## src/logic/pmp_pkg.sv

```systemverilog
/* Types that describe PMP region and security configuration
   Imported by the register block, the checker and the top level */
package pmp_pkg;

  // Region and request addresses are byte addresses, word granular
  localparam int unsigned pmp_addr_w = 34;

  // ----------------------------------------------------------
  // Address-match mode, same encoding as the pmpcfg A field
  // ----------------------------------------------------------
  typedef enum logic [1:0] {
    pmp_mode_off   = 2'b00,
    pmp_mode_tor   = 2'b01,
    pmp_mode_na4   = 2'b10,
    pmp_mode_napot = 2'b11
  } pmp_mode_e;

  // One pmpcfg byte, lock in bit 7 and read in bit 0
  typedef struct packed {
    logic       lock;
    // Always stored as zero
    logic [1:0] rsvd;
    pmp_mode_e  mode;
    logic       exec;
    logic       write;
    logic       read;
  } pmp_cfg_t;

  // ----------------------------------------------------------
  // Machine security config (Smepmp)
  // ----------------------------------------------------------
  // Bit 0 mml, bit 1 mmwp, bit 2 rlb
  typedef struct packed {
    // Rule locking bypass
    logic rlb;
    // Machine mode whitelist policy, denies unmatched M accesses
    logic mmwp;
    // Machine mode lockdown
    logic mml;
  } pmp_mseccfg_t;

endpackage

```

## src/logic/core_pkg.sv

```systemverilog
/* Core-wide encodings seen by the PMP block
   Privilege level, access type and PMP write opcode */
package core_pkg;

  // RISC-V privilege encodings, 2'b10 is reserved
  typedef enum logic [1:0] {
    priv_lvl_u = 2'b00,
    priv_lvl_s = 2'b01,
    priv_lvl_m = 2'b11
  } priv_lvl_e;

  // Kind of access being checked
  typedef enum logic [1:0] {
    pmp_acc_exec  = 2'b00,
    pmp_acc_write = 2'b01,
    pmp_acc_read  = 2'b10
  } pmp_acc_e;

  // ----------------------------------------------------------
  // Opcode on the PMP write port
  // ----------------------------------------------------------
  // Config and address writes target one region by index
  typedef enum logic [1:0] {
    csr_op_wr_cfg     = 2'b00,
    csr_op_wr_addr    = 2'b01,
    csr_op_wr_mseccfg = 2'b10
  } csr_op_e;

endpackage

```

## src/logic/pmp_csr_regs.sv

```systemverilog
/* PMP config, address and mseccfg registers with their write-protection rules
   One strobe applies at most one write, contents are visible to the checker next cycle */
`timescale 1ns/1ps

module pmp_csr_regs #(
  parameter int unsigned num_regions     = 4,
  parameter int unsigned pmp_granularity = 0,
  localparam int unsigned idx_w          = (num_regions > 1) ? $clog2(num_regions) : 1
) (
  input  logic                           clk_i,
  input  logic                           rst_n_i,
  // Write port
  input  logic                           csr_we_i,
  input  core_pkg::csr_op_e              csr_op_i,
  input  logic [idx_w-1:0]               csr_idx_i,
  input  logic [pmp_pkg::pmp_addr_w-1:0] csr_wdata_i,
  // Register contents towards the checker
  output pmp_pkg::pmp_cfg_t              pmp_cfg_o [num_regions],
  output logic [pmp_pkg::pmp_addr_w-1:0] pmp_addr_o [num_regions],
  output pmp_pkg::pmp_mseccfg_t          pmp_mseccfg_o
);

  import pmp_pkg::*;
  import core_pkg::*;

  pmp_cfg_t               cfg_q [num_regions];
  logic [pmp_addr_w-1:0]  addr_q [num_regions];
  pmp_mseccfg_t           mseccfg_q;

  logic                   cfg_we;
  logic                   addr_we;
  logic                   sec_we;
  logic [num_regions-1:0] idx_sel;
  logic [num_regions-1:0] cfg_locked;
  logic [num_regions-1:0] addr_locked;
  logic [num_regions-1:0] cfg_wr;
  logic [num_regions-1:0] addr_wr;
  logic                   any_lock;
  pmp_cfg_t               cfg_wdata;
  logic                   cfg_wr_ok;
  logic [pmp_addr_w-1:0]  addr_wdata;

  // ----------------------------------------------------------
  // Write decode
  // ----------------------------------------------------------
  assign cfg_we  = csr_we_i & (csr_op_i == csr_op_wr_cfg);
  assign addr_we = csr_we_i & (csr_op_i == csr_op_wr_addr);
  assign sec_we  = csr_we_i & (csr_op_i == csr_op_wr_mseccfg);

  // Config byte from the low bits, reserved field forced to zero
  always_comb begin
    cfg_wdata      = pmp_cfg_t'(csr_wdata_i[7:0]);
    cfg_wdata.rsvd = 2'b00;
  end

  // Address kept in word units, byte offset bits read as zero
  assign addr_wdata = {csr_wdata_i[pmp_addr_w-1:2], 2'b00};

  // Content checks on the new config byte
  always_comb begin
    cfg_wr_ok = 1'b1;
    // W without R is reserved unless mml gives it a meaning
    if (!mseccfg_q.mml && cfg_wdata.write && !cfg_wdata.read) begin
      cfg_wr_ok = 1'b0;
    end
    // NA4 cannot be selected once the granule exceeds one word
    if ((pmp_granularity > 0) && (cfg_wdata.mode == pmp_mode_na4)) begin
      cfg_wr_ok = 1'b0;
    end
    // Under mml no new locked X region, except shared ones which all have W set
    if (mseccfg_q.mml && !mseccfg_q.rlb && cfg_wdata.lock && cfg_wdata.exec &&
        !cfg_wdata.write) begin
      cfg_wr_ok = 1'b0;
    end
  end

  // ----------------------------------------------------------
  // Per-region lock state
  // ----------------------------------------------------------
  for (genvar i = 0; i < num_regions; i++) begin : g_lock
    assign idx_sel[i]    = (csr_idx_i == idx_w'(i));
    // rlb lifts every lock
    assign cfg_locked[i] = cfg_q[i].lock & ~mseccfg_q.rlb;
    if (i + 1 < num_regions) begin : g_tor_above
      // A locked TOR region above also freezes this address, its base
      assign addr_locked[i] = cfg_locked[i] |
                              (cfg_locked[i+1] & (cfg_q[i+1].mode == pmp_mode_tor));
    end else begin : g_top
      assign addr_locked[i] = cfg_locked[i];
    end
    assign cfg_wr[i]  = cfg_we & idx_sel[i] & ~cfg_locked[i] & cfg_wr_ok;
    assign addr_wr[i] = addr_we & idx_sel[i] & ~addr_locked[i];
  end

  always_comb begin
    any_lock = 1'b0;
    for (int i = 0; i < num_regions; i++) begin
      any_lock = any_lock | cfg_q[i].lock;
    end
  end

  // ----------------------------------------------------------
  // Registers
  // ----------------------------------------------------------
  always_ff @(posedge clk_i or negedge rst_n_i) begin
    if (!rst_n_i) begin
      for (int i = 0; i < num_regions; i++) begin
        cfg_q[i]  <= '0;
        addr_q[i] <= '0;
      end
    end else begin
      for (int i = 0; i < num_regions; i++) begin
        if (cfg_wr[i]) begin
          cfg_q[i] <= cfg_wdata;
        end
        if (addr_wr[i]) begin
          addr_q[i] <= addr_wdata;
        end
      end
    end
  end

  // mml and mmwp are sticky, rlb may only rise while nothing is locked
  always_ff @(posedge clk_i or negedge rst_n_i) begin
    if (!rst_n_i) begin
      mseccfg_q <= '0;
    end else if (sec_we) begin
      mseccfg_q.mml  <= mseccfg_q.mml | csr_wdata_i[0];
      mseccfg_q.mmwp <= mseccfg_q.mmwp | csr_wdata_i[1];
      mseccfg_q.rlb  <= csr_wdata_i[2] & (mseccfg_q.rlb | ~any_lock);
    end
  end

  assign pmp_cfg_o     = cfg_q;
  assign pmp_addr_o    = addr_q;
  assign pmp_mseccfg_o = mseccfg_q;

endmodule

```

## src/logic/pmp_checker.sv

```systemverilog
/* PMP access checker, one request per channel per cycle
   Matches against all regions and registers the verdict for the next cycle */
`timescale 1ns/1ps

module pmp_checker #(
  parameter int unsigned num_regions     = 4,
  parameter int unsigned num_chan        = 2,
  parameter int unsigned pmp_granularity = 0
) (
  input  logic                           clk_i,
  input  logic                           rst_n_i,
  // Register contents
  input  pmp_pkg::pmp_cfg_t              pmp_cfg_i [num_regions],
  input  logic [pmp_pkg::pmp_addr_w-1:0] pmp_addr_i [num_regions],
  input  pmp_pkg::pmp_mseccfg_t          pmp_mseccfg_i,
  // Request channels
  input  logic [num_chan-1:0]            req_valid_i,
  input  core_pkg::priv_lvl_e            req_priv_i [num_chan],
  input  logic [pmp_pkg::pmp_addr_w-1:0] req_addr_i [num_chan],
  input  core_pkg::pmp_acc_e             req_type_i [num_chan],
  // Registered responses
  output logic [num_chan-1:0]            resp_valid_o,
  output logic [num_chan-1:0]            resp_err_o
);

  import pmp_pkg::*;
  import core_pkg::*;

  // Lowest address bit that takes part in a compare
  localparam int unsigned cmp_lsb = pmp_granularity + 2;

  logic [pmp_addr_w-1:0]                  start_addr [num_regions];
  logic [pmp_addr_w-1:cmp_lsb]            addr_mask  [num_regions];
  logic [num_chan-1:0][num_regions-1:0]   region_match;
  logic [num_chan-1:0][num_regions-1:0]   perm_orig;
  logic [num_chan-1:0][num_regions-1:0]   perm_mml;
  logic [num_chan-1:0]                    access_fault;

  // ----------------------------------------------------------
  // Per-region base address and NAPOT mask
  // ----------------------------------------------------------
  for (genvar r = 0; r < num_regions; r++) begin : g_region
    logic region_napot;
    assign region_napot = (pmp_cfg_i[r].mode == pmp_mode_napot);

    // TOR starts at the previous address, region 0 at zero
    if (r == 0) begin : g_first
      assign start_addr[r] = (pmp_cfg_i[r].mode == pmp_mode_tor) ? '0 : pmp_addr_i[r];
    end else begin : g_rest
      assign start_addr[r] = (pmp_cfg_i[r].mode == pmp_mode_tor) ? pmp_addr_i[r-1] :
                                                                    pmp_addr_i[r];
    end

    // A bit is compared unless every bit below it is a trailing one
    for (genvar b = cmp_lsb; b < pmp_addr_w; b++) begin : g_mask
      if (b == 2) begin : g_bit2
        // NAPOT covers at least 8 bytes
        assign addr_mask[r][b] = ~region_napot;
      end else if (pmp_granularity == 0) begin : g_fine
        assign addr_mask[r][b] = ~region_napot | ~&pmp_addr_i[r][b-1:2];
      end else begin : g_coarse
        // Bits below the granule already read as ones
        assign addr_mask[r][b] = ~region_napot | ~&pmp_addr_i[r][b-1:pmp_granularity+1];
      end
    end
  end

  // ----------------------------------------------------------
  // Per channel: match, permissions, priority
  // ----------------------------------------------------------
  for (genvar c = 0; c < num_chan; c++) begin : g_chan
    logic [pmp_addr_w-1:cmp_lsb] req_word;
    logic                        fault;

    assign req_word = req_addr_i[c][pmp_addr_w-1:cmp_lsb];

    for (genvar r = 0; r < num_regions; r++) begin : g_check
      logic     hit_eq;
      logic     hit_ge;
      logic     hit_lt;
      logic     region_hit;
      logic     basic_ok;
      logic     mml_ok;
      pmp_cfg_t cfg;

      assign cfg    = pmp_cfg_i[r];
      assign hit_eq = ((req_word ^ start_addr[r][pmp_addr_w-1:cmp_lsb]) & addr_mask[r]) == '0;
      assign hit_ge = req_word >= start_addr[r][pmp_addr_w-1:cmp_lsb];
      // Top of range itself is excluded
      assign hit_lt = req_word < pmp_addr_i[r][pmp_addr_w-1:cmp_lsb];

      always_comb begin
        unique case (cfg.mode)
          pmp_mode_na4, pmp_mode_napot: region_hit = hit_eq;
          pmp_mode_tor:                 region_hit = hit_ge & hit_lt;
          default:                      region_hit = 1'b0;
        endcase
      end

      // Permission bit for the requested access type
      assign basic_ok = ((req_type_i[c] == pmp_acc_exec)  & cfg.exec)  |
                        ((req_type_i[c] == pmp_acc_write) & cfg.write) |
                        ((req_type_i[c] == pmp_acc_read)  & cfg.read);

      // Smepmp table
      always_comb begin
        mml_ok = 1'b0;
        if (!cfg.read && cfg.write) begin
          // Shared encodings, selected by lock and exec
          unique case ({cfg.lock, cfg.exec})
            2'b00: mml_ok = (req_type_i[c] == pmp_acc_read) |
                            ((req_type_i[c] == pmp_acc_write) & (req_priv_i[c] == priv_lvl_m));
            2'b01: mml_ok = (req_type_i[c] == pmp_acc_read) |
                            (req_type_i[c] == pmp_acc_write);
            2'b10: mml_ok = (req_type_i[c] == pmp_acc_exec);
            default: mml_ok = (req_type_i[c] == pmp_acc_exec) |
                              ((req_type_i[c] == pmp_acc_read) & (req_priv_i[c] == priv_lvl_m));
          endcase
        end else if (cfg.read && cfg.write && cfg.exec && cfg.lock) begin
          // Locked RWX is read only for everyone
          mml_ok = (req_type_i[c] == pmp_acc_read);
        end else if (req_priv_i[c] == priv_lvl_m) begin
          // Locked rules bind M only
          mml_ok = cfg.lock & basic_ok;
        end else begin
          // Unlocked rules bind S and U only
          mml_ok = ~cfg.lock & basic_ok;
        end
      end

      assign region_match[c][r] = region_hit;
      // M passes unlocked regions
      assign perm_orig[c][r] = (req_priv_i[c] == priv_lvl_m) ? (~cfg.lock | basic_ok) : basic_ok;
      assign perm_mml[c][r]  = mml_ok;
    end

    // Default when nothing matches, then the lowest region wins
    always_comb begin
      fault = pmp_mseccfg_i.mmwp | (req_priv_i[c] != priv_lvl_m);
      for (int r = int'(num_regions) - 1; r >= 0; r--) begin
        if (region_match[c][r]) begin
          fault = pmp_mseccfg_i.mml ? ~perm_mml[c][r] : ~perm_orig[c][r];
        end
      end
    end

    assign access_fault[c] = fault;
  end

  // ----------------------------------------------------------
  // Response stage
  // ----------------------------------------------------------
  // err only rises together with valid
  always_ff @(posedge clk_i or negedge rst_n_i) begin
    if (!rst_n_i) begin
      resp_valid_o <= '0;
      resp_err_o   <= '0;
    end else begin
      resp_valid_o <= req_valid_i;
      resp_err_o   <= req_valid_i & access_fault;
    end
  end

endmodule

```

## src/logic/pmp_unit.sv

```systemverilog
/* PMP top level, register block feeding the access checker
   Outside ports are plain per-channel arrays */
`timescale 1ns/1ps

module pmp_unit #(
  parameter int unsigned num_regions     = 4,
  parameter int unsigned num_chan        = 2,
  parameter int unsigned pmp_granularity = 0,
  localparam int unsigned idx_w          = (num_regions > 1) ? $clog2(num_regions) : 1
) (
  input  logic                           clk_i,
  input  logic                           rst_n_i,
  // Configuration write port
  input  logic                           csr_we_i,
  input  core_pkg::csr_op_e              csr_op_i,
  input  logic [idx_w-1:0]               csr_idx_i,
  input  logic [pmp_pkg::pmp_addr_w-1:0] csr_wdata_i,
  // Request channels
  input  logic [num_chan-1:0]            req_valid_i,
  input  core_pkg::priv_lvl_e            req_priv_i [num_chan],
  input  logic [pmp_pkg::pmp_addr_w-1:0] req_addr_i [num_chan],
  input  core_pkg::pmp_acc_e             req_type_i [num_chan],
  // Responses, one cycle after the request
  output logic [num_chan-1:0]            resp_valid_o,
  output logic [num_chan-1:0]            resp_err_o
);

  import pmp_pkg::*;

  // Register outputs towards the checker
  pmp_cfg_t              pmp_cfg     [num_regions];
  logic [pmp_addr_w-1:0] pmp_addr    [num_regions];
  pmp_mseccfg_t          pmp_mseccfg;

  // ----------------------------------------------------------
  // Register block
  // ----------------------------------------------------------
  pmp_csr_regs #(
    .num_regions     (num_regions),
    .pmp_granularity (pmp_granularity)
  ) i_pmp_csr_regs (
    .clk_i         (clk_i),
    .rst_n_i       (rst_n_i),
    .csr_we_i      (csr_we_i),
    .csr_op_i      (csr_op_i),
    .csr_idx_i     (csr_idx_i),
    .csr_wdata_i   (csr_wdata_i),
    .pmp_cfg_o     (pmp_cfg),
    .pmp_addr_o    (pmp_addr),
    .pmp_mseccfg_o (pmp_mseccfg)
  );

  // ----------------------------------------------------------
  // Access checker
  // ----------------------------------------------------------
  pmp_checker #(
    .num_regions     (num_regions),
    .num_chan        (num_chan),
    .pmp_granularity (pmp_granularity)
  ) i_pmp_checker (
    .clk_i         (clk_i),
    .rst_n_i       (rst_n_i),
    .pmp_cfg_i     (pmp_cfg),
    .pmp_addr_i    (pmp_addr),
    .pmp_mseccfg_i (pmp_mseccfg),
    .req_valid_i   (req_valid_i),
    .req_priv_i    (req_priv_i),
    .req_addr_i    (req_addr_i),
    .req_type_i    (req_type_i),
    .resp_valid_o  (resp_valid_o),
    .resp_err_o    (resp_err_o)
  );

endmodule

```

## config.mk

```make
export PLATFORM = sky130hd
export DESIGN_NAME = pmp_unit
export DESIGN_NICKNAME = d
export VERILOG_FILES = /design/src/logic/pmp_pkg.sv /design/src/logic/core_pkg.sv /design/src/logic/pmp_csr_regs.sv /design/src/logic/pmp_checker.sv /design/src/logic/pmp_unit.sv
export SDC_FILE = /design/constraint.sdc
export NUM_CORES = 1
export LEC_CHECK = 0
export BUFFER_PORTS_ARGS = -buffer_cell sky130_fd_sc_hd__buf_2
export CAP_MARGIN = 20
export CORE_MARGIN = 3
export CORE_UTILIZATION = 45
export DETAILED_ROUTE_END_ITERATION = 8
export SETUP_SLACK_MARGIN = 0.2
export SLEW_MARGIN = 20
export SYNTH_ARGS = -nofsm -noshare
export SYNTH_HDL_FRONTEND = slang
export SYNTH_SLANG_ARGS = --single-unit
```

## constraint.sdc

```tcl
create_clock -name clk_i -period 4.44 [get_ports clk_i]
set_input_delay 1.11 -clock clk_i [delete_from_list [all_inputs] [get_ports clk_i]]
set_output_delay 1.11 -clock clk_i [all_outputs]
set_load 0.1 [all_outputs]
```

==> flow_metrics.env <==
export IMPL_drtAntennaViolNets=0
export IMPL_fp_dieW_um=229
export IMPL_tightest_slew_ns=0.911
export IMPL_yosys_most_used_dff="dfrtp_1"
export IMPL_swShare_pct=51.9
export IMPL_fin_skew_ns=0.0145
export IMPL_tns_ns=0
export IMPL_coreArea_um2=49200
export IMPL_wl_per_cell_um=27.1
export IMPL_r2r_cells=15
export IMPL_drt_first_pass_iters=6
export IMPL_min_period_ns=4.05
export IMPL_grt_pass1_vias=23300
export IMPL_fill_cells=4881
export IMPL_synth_cell_types=84
export IMPL_combPwrFrac_pct=64.6
export IMPL_start_util_pct=45.7
export IMPL_syn_area_um2=22500
export IMPL_nets=3675
export IMPL_holdCritPathClass="in2async"
export IMPL_hold_viol_final=0
export IMPL_end_kind="flop"
export IMPL_synth_top_area_cell="ha_1"
export IMPL_htree_levels=4
export IMPL_seq_area_frac_synth_pct=17.7
export IMPL_path_clk_slew_ns=0.07
export IMPL_cp_max_fo=34
export IMPL_max_slew_margin_rel_pct=38.5
export IMPL_syn_area_per_cell_um2=8.09
export IMPL_power_switching_mw=5.89
export IMPL_power_frac_clock_pct=13.3
export IMPL_clkLatencyLatePin_ns=0.51
export IMPL_overflow=0
export IMPL_postCtsHoldBufs=0
export IMPL_reg2reg_slack_ns=0.39
export IMPL_syn_to_final_growth_pct=13.1
export IMPL_die_area_um2=52700
export IMPL_slew_violations=0
export IMPL_antenna_found_initial=1
export IMPL_synth_seq_cells=159
export IMPL_avgViaCountPerCell=6.45
export IMPL_die_h_um=229
export IMPL_gp_congestion=1.02
export IMPL_grtUsageTotal_pct=37.2
export IMPL_antennaDiodeCount=0
export IMPL_first_iter_violations=2351
export IMPL_synthXorXnorAreaFrac_pct=0.312
export IMPL_dp_hpwl_um=83700
export IMPL_crit_path_start_kind="flop"
export IMPL_p_total_mw=11.4
export IMPL_drive_above_1_share_pct=12.2
export IMPL_cts_sinks=159
export IMPL_grt_max_degree=64
export IMPL_crit_required_ns=4.89
export IMPL_crit_end="i_pmp_checker.resp_err_o[0]"
export IMPL_min_period_over_period_pct=91.3
export IMPL_p_int_mw=5.46
export IMPL_io_pins=123
export IMPL_sequentialPowerShare_pct=22.1
export IMPL_vias=23600
export IMPL_critPathArrivalTime_ns=4.50
export IMPL_power_density_nw_per_um2=447
export IMPL_status="finished clean"
export IMPL_drv_cap=0
export IMPL_yosysWarnings=0
export IMPL_cts_inserted_buffers=17
export IMPL_leakagePower_nw=12.1
export IMPL_yosys_area_top_type_share_pct=31.8
export IMPL_synth_top_family_by_area="adder cells"
export IMPL_ys_async_sr_fraction_pct=100
export IMPL_drc=0
export IMPL_synth_edf_count=0
export IMPL_synth_fp_nets=3467
export IMPL_synth_simple_area_share_pct=18.5
export IMPL_synth_mux_area_share_pct=2.15
export IMPL_critPathLaunch="i_pmp_csr_regs.pmp_cfg_o[27]"
export IMPL_netlist_top_cells_area="ha_1 (32%), dfrtp_1 (18%), a21oi_1 (6.1%)"
export IMPL_cts_tree="yes"
export IMPL_rsz0062_at_grt="no"
export IMPL_r2r_end="i_pmp_checker.resp_err_o[0]"
export IMPL_critical_path_class="reg2reg"
export IMPL_fmax_mhz=247
export IMPL_synthAdderAreaFrac_pct=31.8
export IMPL_timing_rr_start="i_pmp_csr_regs.pmp_cfg_o[27]"
export IMPL_setup_violations=0
export IMPL_synth_cells=2777
export IMPL_clockBufferDepth=2
export IMPL_ir_drop_mv=0.277
export IMPL_synth_compound_gate_area_share_pct=25.6
export IMPL_wl_um=99300
export IMPL_row_count=81
export IMPL_io_buffers=118
export IMPL_clockRootBuffer="clkbuf_16"
export IMPL_grt_pass1_wl_um=146000
[cells in the final DEF (no fill, tap or decap), types with 30 or more instances in the layout]
master	instances
a211oi_1	46
a21o_1	114
a21oi_1	270
a31oi_1	34
buf_2	117
buf_4	145
dfrtp_1	159
ha_1	570
inv_1	148
nand2_1	281
nand2b_1	30
nand3_1	58
nand4_1	83
nor2_1	193
nor3_1	37
nor4_1	44
o21ai_0	265
[registers in the layout (all words and copies together) (netlist names)]
| signal | flops |
|---|---|
| i_pmp_csr_regs.pmp_cfg_o | 24 |
| i_pmp_csr_regs.pmp_addr_o | 128 |
| i_pmp_checker.resp_err_o | 2 |
| i_pmp_csr_regs.pmp_mseccfg_o | 3 |
| i_pmp_checker.resp_valid_o | 2 |
[routing by layer]
layer,track usage [%],wire [µm]
met5,0,7
met4,20.7,6170
met3,6.90,7380
met2,58.7,43700
met1,48.0,42000
[cells in the mapped netlist (8+ instances only)]
cell type / number
a32oi_1: 8
a21oi_1: 272
o21a_1: 13
nor2_1: 194
a22oi_1: 17
o21ai_0: 266
and4_1: 23
a31oi_1: 34
nor4_1: 48
inv_1: 148
dfrtp_1: 159
clkbuf_1: 58
nand3_1: 58
buf_2: 8
o2111ai_1: 16
a211o_1: 10
o211ai_1: 20
a21o_1: 114
nand2_1: 281
buf_1: 11
o22ai_1: 25
and3_1: 19
nor3_1: 37
nand4_1: 83
a211oi_1: 46
a2111oi_0: 18
nand2b_1: 31
mux4_2: 8
ha_1: 571
mux2_2: 23
nor2b_1: 28
[per-stage QoR]
step / setup WS [ns] / util (%) / instances / hold slack, ns / area, µm²
after floorplan: 0.735 / - / 2777 / 0.441 / 22500
after CTS: 0.280 / 51.6 / 3660 / 0.519 / 25400
after detailed placement: 0.138 / 50.5 / 3628 / 0.521 / 24800
after global routing: 0.191 / 51.7 / 3662 / 0.529 / 25400
after global placement: 0.0991 / 50.5 / 3628 / 0.511 / 24800
final: 0.385 / 51.7 / 3662 / 0.514 / 25400
[how the worst min path moves through the flow]
stage / to / cells after the start
5_1_grt: i_pmp_checker.resp_valid_o[1] / 1
3_3_place_gp: i_pmp_csr_regs.pmp_cfg_o[28] / 1
3_5_place_dp: i_pmp_csr_regs.pmp_cfg_o[28] / 1
4_1_cts: i_pmp_checker.resp_valid_o[1] / 1
6_report: i_pmp_checker.resp_valid_o[1] / 1
2_1_floorplan: i_pmp_csr_regs.pmp_mseccfg_o[1] / 1
[power groups by stage]
stage | logic [mW] | clock network [mW] | registers [mW]
detailed placement | 7.13 | 0 | 2.50
CTS | 7.17 | 1.54 | 2.48
floorplan | 4.68 | 0 | 2.20
global route | 8.10 | 1.59 | 2.56
finish | 7.34 | 1.51 | 2.51
global placement | 6.98 | 0 | 2.50
[worst max-delay path: stages, from the launching register on]
cell and delay (ns):
dfrtp_1 0.53, nand2b_1 0.19, buf_12 0.21, nand2_1 0.13, ha_1 0.45, a21oi_1 0.15
nor4_1 0.32, buf_4 0.17, nand4_1 0.08, nor4_1 0.34, o2111ai_1 0.33, nor4_2 0.21
a32oi_1 0.08, buf_4 0.20, mux2_1 0.31, and3b_1 0.21
[final cells by class]
class | instances | area, µm² | area share [%]
clock buffer | 19 | 433 | 1.70
clock inverter | 13 | 135 | 0.532
inverter | 149 | 559 | 2.20
multi-input combinational | 2390 | 17700 | 69.6
sequential | 159 | 3980 | 15.7
tap | 664 | 831 | 3.27
timing repair buffer | 268 | 1790 | 7.03
[timing repair]
| item | 4_1_cts | 5_1_grt |
|---|---|---|
| buffers inserted | 0 | 2 |
| gates resized for setup | 0 | 7 |
| endpoints found under the setup margin | 0 | 2 |
[logic make-up (layout without fill, tap and decap cells)]
logic type               after synthesis  after routing
AO/OA/AOI/OAI                        930            930
AND/OR/NAND/NOR                      846            846
adder cells (fa/ha/maj)              571            571
buffers and inverters                228            449
flip-flops                           159            159
multiplexers                          35             35
XOR/XNOR                               8              8
Power figures use the tool's default switching activity.
